==> src/common/fetch_pkg.sv <==
`default_nettype none

package fetch_pkg;

  localparam int SLOTS = 4; // Words per 128-bit line.

  // IF0 to IF1 register.
  typedef struct packed {
    logic [31:0]      pc;
    logic [SLOTS-1:0] slot_valid;
    logic [SLOTS-1:0] slot_jump;
    logic [31:0]      pred_next_pc;
  } fetch_group_t;

  typedef struct packed {
    logic [31:0] pc;
    logic [31:0] inst;
    logic        pred_jump; // Predicted taken by the BTB.
  } inst_entry_t;

  typedef enum logic [1:0] {
    IDLE, // No response owed to IF1.
    WAIT, // Held group waits for its line.
    DROP  // One stale response to discard.
  } drop_state_e;

endpackage

`default_nettype wire

==> src/pc_gen.sv <==
`timescale 1ns/1ps
`default_nettype none

module pc_gen import fetch_pkg::*; #(
  parameter logic [31:0] RESET_PC = 32'h1c000000
) (
  input  wire              clk,
  input  wire              rst,
  input  wire              redirect,
  input  wire  [31:0]      redirect_pc,
  input  wire              addr_ok,
  input  wire              if1_free,
  input  wire  [31:0]      pred_next_pc,
  input  wire  [SLOTS-1:0] slot_valid,
  input  wire  [SLOTS-1:0] slot_jump,
  output logic             req,
  output logic [31:0]      req_addr,
  output logic [31:0]      fetch_pc,
  output fetch_group_t     group,
  output logic             group_valid
);

  logic [31:0] pc_r;
  logic        fetch_en;
  logic        accept;

  assign fetch_pc = pc_r;
  assign req_addr = {pc_r[31:4], 4'b0000}; // Line address.
  assign req      = fetch_en && if1_free && !redirect;
  assign accept   = req && addr_ok;

  // Fetch starts one cycle after reset.
  always_ff @(posedge clk) begin
    if (rst) begin
      fetch_en <= 1'b0;
    end else begin
      fetch_en <= 1'b1;
    end
  end

  always_ff @(posedge clk) begin
    if (rst) begin
      pc_r <= RESET_PC;
    end else if (redirect) begin
      pc_r <= redirect_pc;
    end else if (accept) begin
      pc_r <= pred_next_pc;
    end
  end

  always_ff @(posedge clk) begin
    if (rst || redirect) begin
      group_valid <= 1'b0;
    end else if (accept) begin
      group_valid <= 1'b1;
    end else if (if1_free) begin
      group_valid <= 1'b0; // Pushed to the buffer.
    end
  end

  always_ff @(posedge clk) begin
    if (accept) begin
      group.pc           <= pc_r;
      group.slot_valid   <= slot_valid;
      group.slot_jump    <= slot_jump;
      group.pred_next_pc <= pred_next_pc;
    end
  end

  // A captured group needs a live slot and its jump inside the live slots.
  assert property (@(posedge clk) disable iff (rst)
    accept |-> (slot_valid != '0) && ((slot_jump & ~slot_valid) == '0));

endmodule

`default_nettype wire

==> src/btb.sv <==
`timescale 1ns/1ps
`default_nettype none

module btb import fetch_pkg::*; #(
  parameter int BTB_DEPTH = 16
) (
  input  wire              clk,
  input  wire              rst,
  input  wire  [31:0]      fetch_pc,
  input  wire              wr,
  input  wire  [31:0]      wr_pc,
  input  wire  [31:0]      wr_target,
  output logic [31:0]      pred_next_pc,
  output logic [SLOTS-1:0] slot_valid,
  output logic [SLOTS-1:0] slot_jump
);

  localparam int OFF_W   = $clog2(SLOTS);
  localparam int BLK_LSB = OFF_W + 2;
  localparam int IDX_W   = $clog2(BTB_DEPTH);
  localparam int TAG_W   = 32 - BLK_LSB - IDX_W;

  logic [BTB_DEPTH-1:0] valid_r;
  logic [TAG_W-1:0]     tag_mem    [BTB_DEPTH];
  logic [OFF_W-1:0]     slot_mem   [BTB_DEPTH];
  logic [31:0]          target_mem [BTB_DEPTH];

  logic [IDX_W-1:0] rd_idx;
  logic [IDX_W-1:0] wr_idx;
  logic [OFF_W-1:0] offset;
  logic [OFF_W-1:0] hit_slot;
  logic             hit;

  assign rd_idx   = fetch_pc[BLK_LSB +: IDX_W];
  assign wr_idx   = wr_pc[BLK_LSB +: IDX_W];
  assign offset   = fetch_pc[2 +: OFF_W];
  assign hit_slot = slot_mem[rd_idx];
  // A branch before the entry point of the line does not count.
  assign hit = valid_r[rd_idx] && (tag_mem[rd_idx] == fetch_pc[31 -: TAG_W]) &&
               (hit_slot >= offset);

  always_ff @(posedge clk) begin
    if (rst) begin
      valid_r <= '0;
    end else if (wr) begin
      valid_r[wr_idx] <= 1'b1;
    end
  end

  always_ff @(posedge clk) begin
    if (wr) begin
      tag_mem[wr_idx]    <= wr_pc[31 -: TAG_W];
      slot_mem[wr_idx]   <= wr_pc[2 +: OFF_W];
      target_mem[wr_idx] <= wr_target;
    end
  end

  always_comb begin
    for (int i = 0; i < SLOTS; i++) begin
      slot_valid[i] = (i >= offset) && (!hit || i <= hit_slot);
      slot_jump[i]  = hit && (i == hit_slot);
    end
  end

  assign pred_next_pc = hit ? target_mem[rd_idx]
                            : {fetch_pc[31:BLK_LSB] + 1'b1, {BLK_LSB{1'b0}}};

endmodule

`default_nettype wire

==> src/fetch_align.sv <==
`timescale 1ns/1ps
`default_nettype none

module fetch_align import fetch_pkg::*; #(
  parameter int IB_DEPTH = 16
) (
  input  wire                       clk,
  input  wire                       rst,
  input  wire                       redirect,
  input  wire  fetch_group_t        group,
  input  wire                       group_valid,
  input  wire                       req_accepted,
  input  wire                       data_ok,
  input  wire  [127:0]              rdata,
  input  wire  [$clog2(IB_DEPTH):0] free_count,
  output logic                      if1_free,
  output logic [2:0]                push_num,
  output inst_entry_t [SLOTS-1:0]   push_entries
);

  localparam int OFF_W = $clog2(SLOTS);

  drop_state_e  state;
  logic         held;
  logic [127:0] rdata_r;
  logic [127:0] blk_data;
  logic         data_here;
  logic [2:0]   group_cnt;
  logic         push_ok;

  assign data_here = held || (state == WAIT && data_ok);
  assign blk_data  = held ? rdata_r : rdata;
  assign push_ok   = group_valid && data_here && (group_cnt <= free_count);
  assign push_num  = push_ok ? group_cnt : 3'd0;
  // No new request until a stale response has gone by.
  assign if1_free  = (state != DROP) && (!group_valid || push_ok);

  always_comb begin
    group_cnt = 3'd0;
    for (int i = 0; i < SLOTS; i++) begin
      group_cnt = group_cnt + {2'b00, group.slot_valid[i]};
    end
  end

  // Valid slots are contiguous from the entry offset, so rotate them down.
  always_comb begin : build_entries
    logic [OFF_W-1:0] s;
    for (int k = 0; k < SLOTS; k++) begin
      s = group.pc[2 +: OFF_W] + OFF_W'(k);
      push_entries[k].pc        = {group.pc[31:OFF_W+2], s, 2'b00};
      push_entries[k].inst      = blk_data[32*s +: 32];
      push_entries[k].pred_jump = group.slot_jump[s];
    end
  end

  always_ff @(posedge clk) begin
    if (rst) begin
      state <= IDLE;
      held  <= 1'b0;
    end else if (redirect) begin
      state <= (state != IDLE && !data_ok) ? DROP : IDLE;
      held  <= 1'b0;
    end else begin
      case (state)
        IDLE: begin
          if (req_accepted) begin
            state <= WAIT;
          end
        end
        WAIT: begin
          if (data_ok && !(push_ok && req_accepted)) begin
            state <= IDLE; // Line pushed or latched.
          end
        end
        DROP: begin
          if (data_ok) begin
            state <= IDLE;
          end
        end
        default: state <= IDLE;
      endcase
      if (push_ok) begin
        held <= 1'b0;
      end else if (state == WAIT && data_ok) begin
        held <= 1'b1; // Buffer too full.
      end
    end
  end

  always_ff @(posedge clk) begin
    if (state == WAIT && data_ok) begin
      rdata_r <= rdata;
    end
  end

  // Rotation needs the valid slots to run on from the entry offset.
  assert property (@(posedge clk) disable iff (rst)
    group_valid |-> group.slot_valid ==
      SLOTS'(((32'd1 << group_cnt) - 32'd1) << group.pc[2 +: OFF_W]));

  // Every response from the cache must match a tracked request.
  assert property (@(posedge clk) disable iff (rst) data_ok |-> state != IDLE);

endmodule

`default_nettype wire

==> src/inst_buffer.sv <==
`timescale 1ns/1ps
`default_nettype none

module inst_buffer import fetch_pkg::*; #(
  parameter int IB_DEPTH = 16
) (
  input  wire                       clk,
  input  wire                       rst,
  input  wire                       flush,
  input  wire  [2:0]                push_num,
  input  wire  inst_entry_t [SLOTS-1:0] push_entries,
  input  wire                       out_ready,
  output logic [$clog2(IB_DEPTH):0] free_count,
  output logic                      out_valid,
  output inst_entry_t               out_entry
);

  localparam int AW = $clog2(IB_DEPTH);

  inst_entry_t   mem [IB_DEPTH];
  logic [AW-1:0] head;
  logic [AW-1:0] tail;
  logic [AW:0]   count;
  logic          pop;

  assign out_valid  = (count != '0);
  assign out_entry  = mem[head];
  assign pop        = out_valid && out_ready;
  assign free_count = (AW+1)'(IB_DEPTH) - count;

  // Pushes land at consecutive slots from the tail.
  always_ff @(posedge clk) begin
    for (int i = 0; i < SLOTS; i++) begin
      if (i < push_num) begin
        mem[tail + AW'(i)] <= push_entries[i];
      end
    end
  end

  always_ff @(posedge clk) begin
    if (rst || flush) begin
      head  <= '0;
      tail  <= '0;
      count <= '0;
    end else begin
      if (pop) begin
        head <= head + 1'b1;
      end
      tail  <= tail + AW'(push_num);
      count <= count + (AW+1)'(push_num) - (AW+1)'(pop);
    end
  end

  // Holds only if IF1 never pushes past the reported space.
  assert property (@(posedge clk) disable iff (rst) count <= (AW+1)'(IB_DEPTH));

endmodule

`default_nettype wire

==> src/fetch_top.sv <==
`timescale 1ns/1ps
`default_nettype none

module fetch_top import fetch_pkg::*; #(
  parameter logic [31:0] RESET_PC  = 32'h1c000000,
  parameter int          BTB_DEPTH = 16,
  parameter int          IB_DEPTH  = 16
) (
  input  wire          clk,
  input  wire          rst,
  output logic         req,
  output logic [31:0]  req_addr,
  input  wire          addr_ok,
  input  wire          data_ok,
  input  wire  [127:0] rdata,
  input  wire          redirect,
  input  wire  [31:0]  redirect_pc,
  input  wire          btb_wr,
  input  wire  [31:0]  btb_wr_pc,
  input  wire  [31:0]  btb_wr_target,
  output logic         out_valid,
  output inst_entry_t  out_entry,
  input  wire          out_ready
);

  logic [31:0]             fetch_pc;
  logic [31:0]             pred_next_pc;
  logic [SLOTS-1:0]        slot_valid;
  logic [SLOTS-1:0]        slot_jump;
  fetch_group_t            group;
  logic                    group_valid;
  logic                    if1_free;
  logic                    req_accepted;
  logic [2:0]              push_num;
  inst_entry_t [SLOTS-1:0] push_entries;
  logic [$clog2(IB_DEPTH):0] free_count;

  assign req_accepted = req && addr_ok;

  pc_gen #(.RESET_PC(RESET_PC)) u_pc_gen (
    .clk(clk), .rst(rst),
    .redirect(redirect), .redirect_pc(redirect_pc),
    .addr_ok(addr_ok), .if1_free(if1_free),
    .pred_next_pc(pred_next_pc), .slot_valid(slot_valid), .slot_jump(slot_jump),
    .req(req), .req_addr(req_addr), .fetch_pc(fetch_pc),
    .group(group), .group_valid(group_valid)
  );

  btb #(.BTB_DEPTH(BTB_DEPTH)) u_btb (
    .clk(clk), .rst(rst), .fetch_pc(fetch_pc),
    .wr(btb_wr), .wr_pc(btb_wr_pc), .wr_target(btb_wr_target),
    .pred_next_pc(pred_next_pc), .slot_valid(slot_valid), .slot_jump(slot_jump)
  );

  fetch_align #(.IB_DEPTH(IB_DEPTH)) u_fetch_align (
    .clk(clk), .rst(rst), .redirect(redirect),
    .group(group), .group_valid(group_valid), .req_accepted(req_accepted),
    .data_ok(data_ok), .rdata(rdata), .free_count(free_count),
    .if1_free(if1_free), .push_num(push_num), .push_entries(push_entries)
  );

  // Redirect empties the buffer at the same edge as IF1.
  inst_buffer #(.IB_DEPTH(IB_DEPTH)) u_inst_buffer (
    .clk(clk), .rst(rst), .flush(redirect),
    .push_num(push_num), .push_entries(push_entries), .out_ready(out_ready),
    .free_count(free_count), .out_valid(out_valid), .out_entry(out_entry)
  );

endmodule

`default_nettype wire

==> config.mk <==
export PLATFORM = sky130hd
export DESIGN_NAME = fetch_top
export DESIGN_NICKNAME = d
export VERILOG_FILES = /design/src/common/fetch_pkg.sv /design/src/pc_gen.sv /design/src/btb.sv /design/src/fetch_align.sv /design/src/inst_buffer.sv /design/src/fetch_top.sv
export SDC_FILE = /design/constraint.sdc
export NUM_CORES = 2
export LEC_CHECK = 0
export CAP_MARGIN = 0
export CELL_PAD_IN_SITES_DETAIL_PLACEMENT = 1
export CELL_PAD_IN_SITES_GLOBAL_PLACEMENT = 1
export CORE_MARGIN = 10
export CORE_UTILIZATION = 32
export CTS_CLUSTER_SIZE = 12
export DETAILED_ROUTE_END_ITERATION = 16
export DONT_BUFFER_PORTS = 1
export MAX_ROUTING_LAYER = met4
export PLACE_DENSITY_LB_ADDON = 0.1
export SLEW_MARGIN = 20
export SYNTH_ARGS = -nofsm -noshare
export SYNTH_HDL_FRONTEND = slang
export SYNTH_SLANG_ARGS = --single-unit
==> constraint.sdc <==
create_clock -name clk -period 37.7 [get_ports clk]
set_input_delay 3.77 -clock clk [delete_from_list [all_inputs] [get_ports clk]]
set_output_delay 3.77 -clock clk [all_outputs]
set_load 0.005 [all_outputs]
==> insert_results.sql <==
INSERT INTO impl_metrics (metric_group, metric, value, unit) VALUES
('outcome', 'status', 'completed', ''),
('timing', 'grt_setup_unrepaired', 'false', ''),
('timing', 'timing.final.ws_setup', '27.72', 'ns'),
('timing', 'timing.final.setup_violations', '0', ''),
('detailed_routing', 'drc', '0', ''),
('global_route', 'wire_length_of_the_first_global_routing_pass', '556000', 'um'),
('worst_hold_path', 'min_path_cells', '2', ''),
('synthesis', 'synth_seq_area_share', '63.2', '%'),
('timing', 'final.setup.tns', '0', 'ns'),
('clocking', 'max-clock-path-buffers', '4', ''),
('synthesis', 'netlist_instances', '6653', ''),
('synthesis', 'netlist-cell-type-count', '86', ''),
('critical_path', 'endpoint_kind', 'output port', ''),
('placed_design', 'pre_cts_slack', '27.35', 'ns'),
('final_layout', 'num-fill-cells', '31400', ''),
('critical_path', 'cpMaxStageDelayCell', 'a21oi_1', ''),
('clocking', 'hold_fix_buffer_count_after_cts', '0', ''),
('detailed_routing', 'postRouteAntennaNets', '0', ''),
('detailed_routing', 'drt_first_pass_iters', '6', ''),
('global_route', 'number_of_global_route_vias_before_repair', '67600', ''),
('die', 'placement_rows', '205', ''),
('power_and_ir_drop', 'power.density', '50.3', 'mW/mm^2'),
('detailed_routing', 'dr.first_iter.drc_count', '6644', ''),
('timing', 'final_period_minus_worst_setup_slack', '9.98', 'ns'),
('detailed_routing', 'detailroute.via_count', '65100', ''),
('global_route', 'number_of_antenna_violations_at_the_first_check_in_global_routing', '29', ''),
('critical_path', 'worst-endpoint-arrival', '6.21', 'ns'),
('critical_path', 'worst_setup_path_start_kind', 'input port', ''),
('global_route', 'grt_usage', '23.7', '%'),
('clocking', 'cts_inserted_buffers', '267', ''),
('final_layout', 'area_used_by_multi_input_combinational_logic', '0.0346', 'mm^2'),
('critical_path', 'timing.critical_path.from', 'data_ok', ''),
('final_layout', 'finish.utilization', '36.5', '%'),
('critical_path', 'crit_required', '33.93', 'ns'),
('critical_path', 'critical_path_depth', '6', ''),
('synthesis', 'synth_enable_flop_cells', '2070', ''),
('clocking', 'reg_clk_slew_reported_paths', '0.06', 'ns'),
('final_layout', 'final_nets', '6747', ''),
('clocking', 'clock-sinks', '2142', ''),
('synthesis', 'synth_ff_type', 'edfxtp_1', ''),
('placed_design', 'dp.final_hpwl', '223000', 'um'),
('critical_path', 'crit_path_max_fanout', '63', ''),
('critical_path', 'crit_family', 'simple AND/OR/NAND/NOR gates', ''),
('synthesis', 'synth_area', '0.101', 'mm^2'),
('synthesis', 'synth_seq_cells', '2142', ''),
('die', 'initial_utilization', '32.2', '%'),
('power_and_ir_drop', 'leakage', '35.2', 'nW'),
('die', 'die_x', '581', 'um'),
('critical_path', 'path_cells', 'inv_1 > nor3b_2 > buf_4 > nor2_1 > or3b_1 > a21oi_1', ''),
('clocking', 'post_cts_setup_buffers', '0', ''),
('timing', 'drv_slew', '0', ''),
('die', 'dieArea', '0.337', 'mm^2'),
('critical_path', 'worst-r2r-cell-count', '19', ''),
('final_layout', 'postLayoutCellArea', '0.114', 'mm^2'),
('final_layout', 'syn2layout_area_growth', '13.4', '%'),
('synthesis', 'number_of_warnings_reported_in_the_yosys_synthesis_log', '0', ''),
('run', 'max_cap_viol_count', '0', ''),
('final_layout', 'mostFrequentLayoutCell', 'edfxtp_1', ''),
('die', 'design.portCount', '330', ''),
('detailed_routing', 'routed_wirelength', '404000', 'um'),
('detailed_routing', 'avgRoutedWirePerCell', '37.2', 'um'),
('timing', 'transition_time_at_the_pin_with_the_least_slew_margin', '1.21', 'ns'),
('clocking', 'ctsResizeCount', '0', ''),
('clocking', 'clk-insertion-delay-late', '0.90', 'ns'),
('clocking', 'cts_tree', 'built', ''),
('critical_path', 'cp_slowest_stage_delay', '0.74', 'ns'),
('clocking', 'root_buffer', 'clkbuf_16', ''),
('final_layout', 'layout-drive-gt1-share', '22.3', '%'),
('die', 'floorplan.die.height', '581', 'um'),
('timing', 'peak_freq', '100', 'MHz'),
('timing', 'worst_slew_margin_rel', '19.1', '%');
-- cell families (layout without fill, tap and decap cells) --
kind of cell | after synthesis | after routing | share of synthesized area (%)
AOI/OAI and AO/OA | 1281 | 1281 | 8.72
adders and majority gates | 26 | 26 | 0.345
DFF | 2142 | 2142 | 63.2
muxes | 914 | 914 | 17.9
and+or+nand+nor | 1458 | 1458 | 5.94
other | 1 | 23 | 0.00372
buffers and inverters | 731 | 770 | 3.10
xor gates and xnor gates | 100 | 100 | 0.870
-- tightest hold or removal path: stages (launching register included) --
cell	delay [ns]
dfxtp_1	0.32
nor2_1	0.05
nor2_1	0.07
-- cell usage after synthesis (all sizes together) (21+ instances only) --
cell type	count	area (um^2)
dfxtp	72	1440
nand3	37	185
o221ai	494	4330
mux4	694	15700
o22ai	21	131
o21ai	503	2520
buf	163	963
nor3	32	171
edfxtp	2070	62200
xnor2	52	455
a21oi	94	470
inv	48	180
ha	23	288
mux2i	143	1430
nor2	188	706
mux2	77	867
clkbuf	515	1930
a211oi	78	586
xor2	48	420
nand2	1070	4020
-- state kept, by name, indices dropped and copies added, names as in the netlist, 2 cells and up, named ones only --
signal	flops
u_fetch_align.rdata_r	128
u_inst_buffer.head	4
u_inst_buffer.tail	4
u_inst_buffer.mem	1008
u_inst_buffer.count	5
u_pc_gen.fetch_pc	30
u_btb.tag_mem	384
u_pc_gen.group	38
u_btb.valid_r	16
u_btb.target_mem	480
u_fetch_align.state	2
u_btb.slot_mem	32
-- layer usage --
metal | vias to the layer above | track usage, % | wire length [um]
met5 | - | - | 0
met4 | 0 | 8.61 | 16500
met3 | 911 | 4.58 | 28700
met2 | 2617 | 38.5 | 195000
met1 | 35200 | 29.6 | 164000
li1 | 26400 | - | -
-- per-stage QoR --
stage | power (mW) | instances | hold slack [ns]
2_1_floorplan | 3.06 | 6658 | 0.430
3_3_place_gp | 3.23 | 10400 | 0.445
3_5_place_dp | 3.24 | 10400 | 0.458
4_1_cts | 5.81 | 10800 | 0.472
5_1_grt | 5.93 | 10900 | 0.488
6_report | 5.75 | 10900 | 0.471
-- power breakdown --
part	total (mW)	switching, mW	internal [mW]
sequential	2.67	0.0261	2.64
combinational	0.514	0.301	0.213
clock	2.57	1.06	1.51
total	5.75	1.38	4.36
-- path summary, 6_finish.rpt --
kind	to	slack [ns]
max reg2reg	u_inst_buffer.mem[1][49]	29.96
min reg2reg	u_btb.valid_r[13]	0.47
min	u_btb.valid_r[13]	0.47
max	req	27.72
-- layout make-up --
class | instances | share of cell area (%)
repair buffers | 245 | 1.72
inverters | 49 | 0.165
clock buffers | 342 | 6.26
flip-flops and latches | 2142 | 55.7
well taps | 4140 | 4.54
clock inverters | 134 | 1.25
multi-input cells | 3785 | 30.3
diodes | 17 | 0.0373
Note: power is estimated with default switching activity, not from simulation.
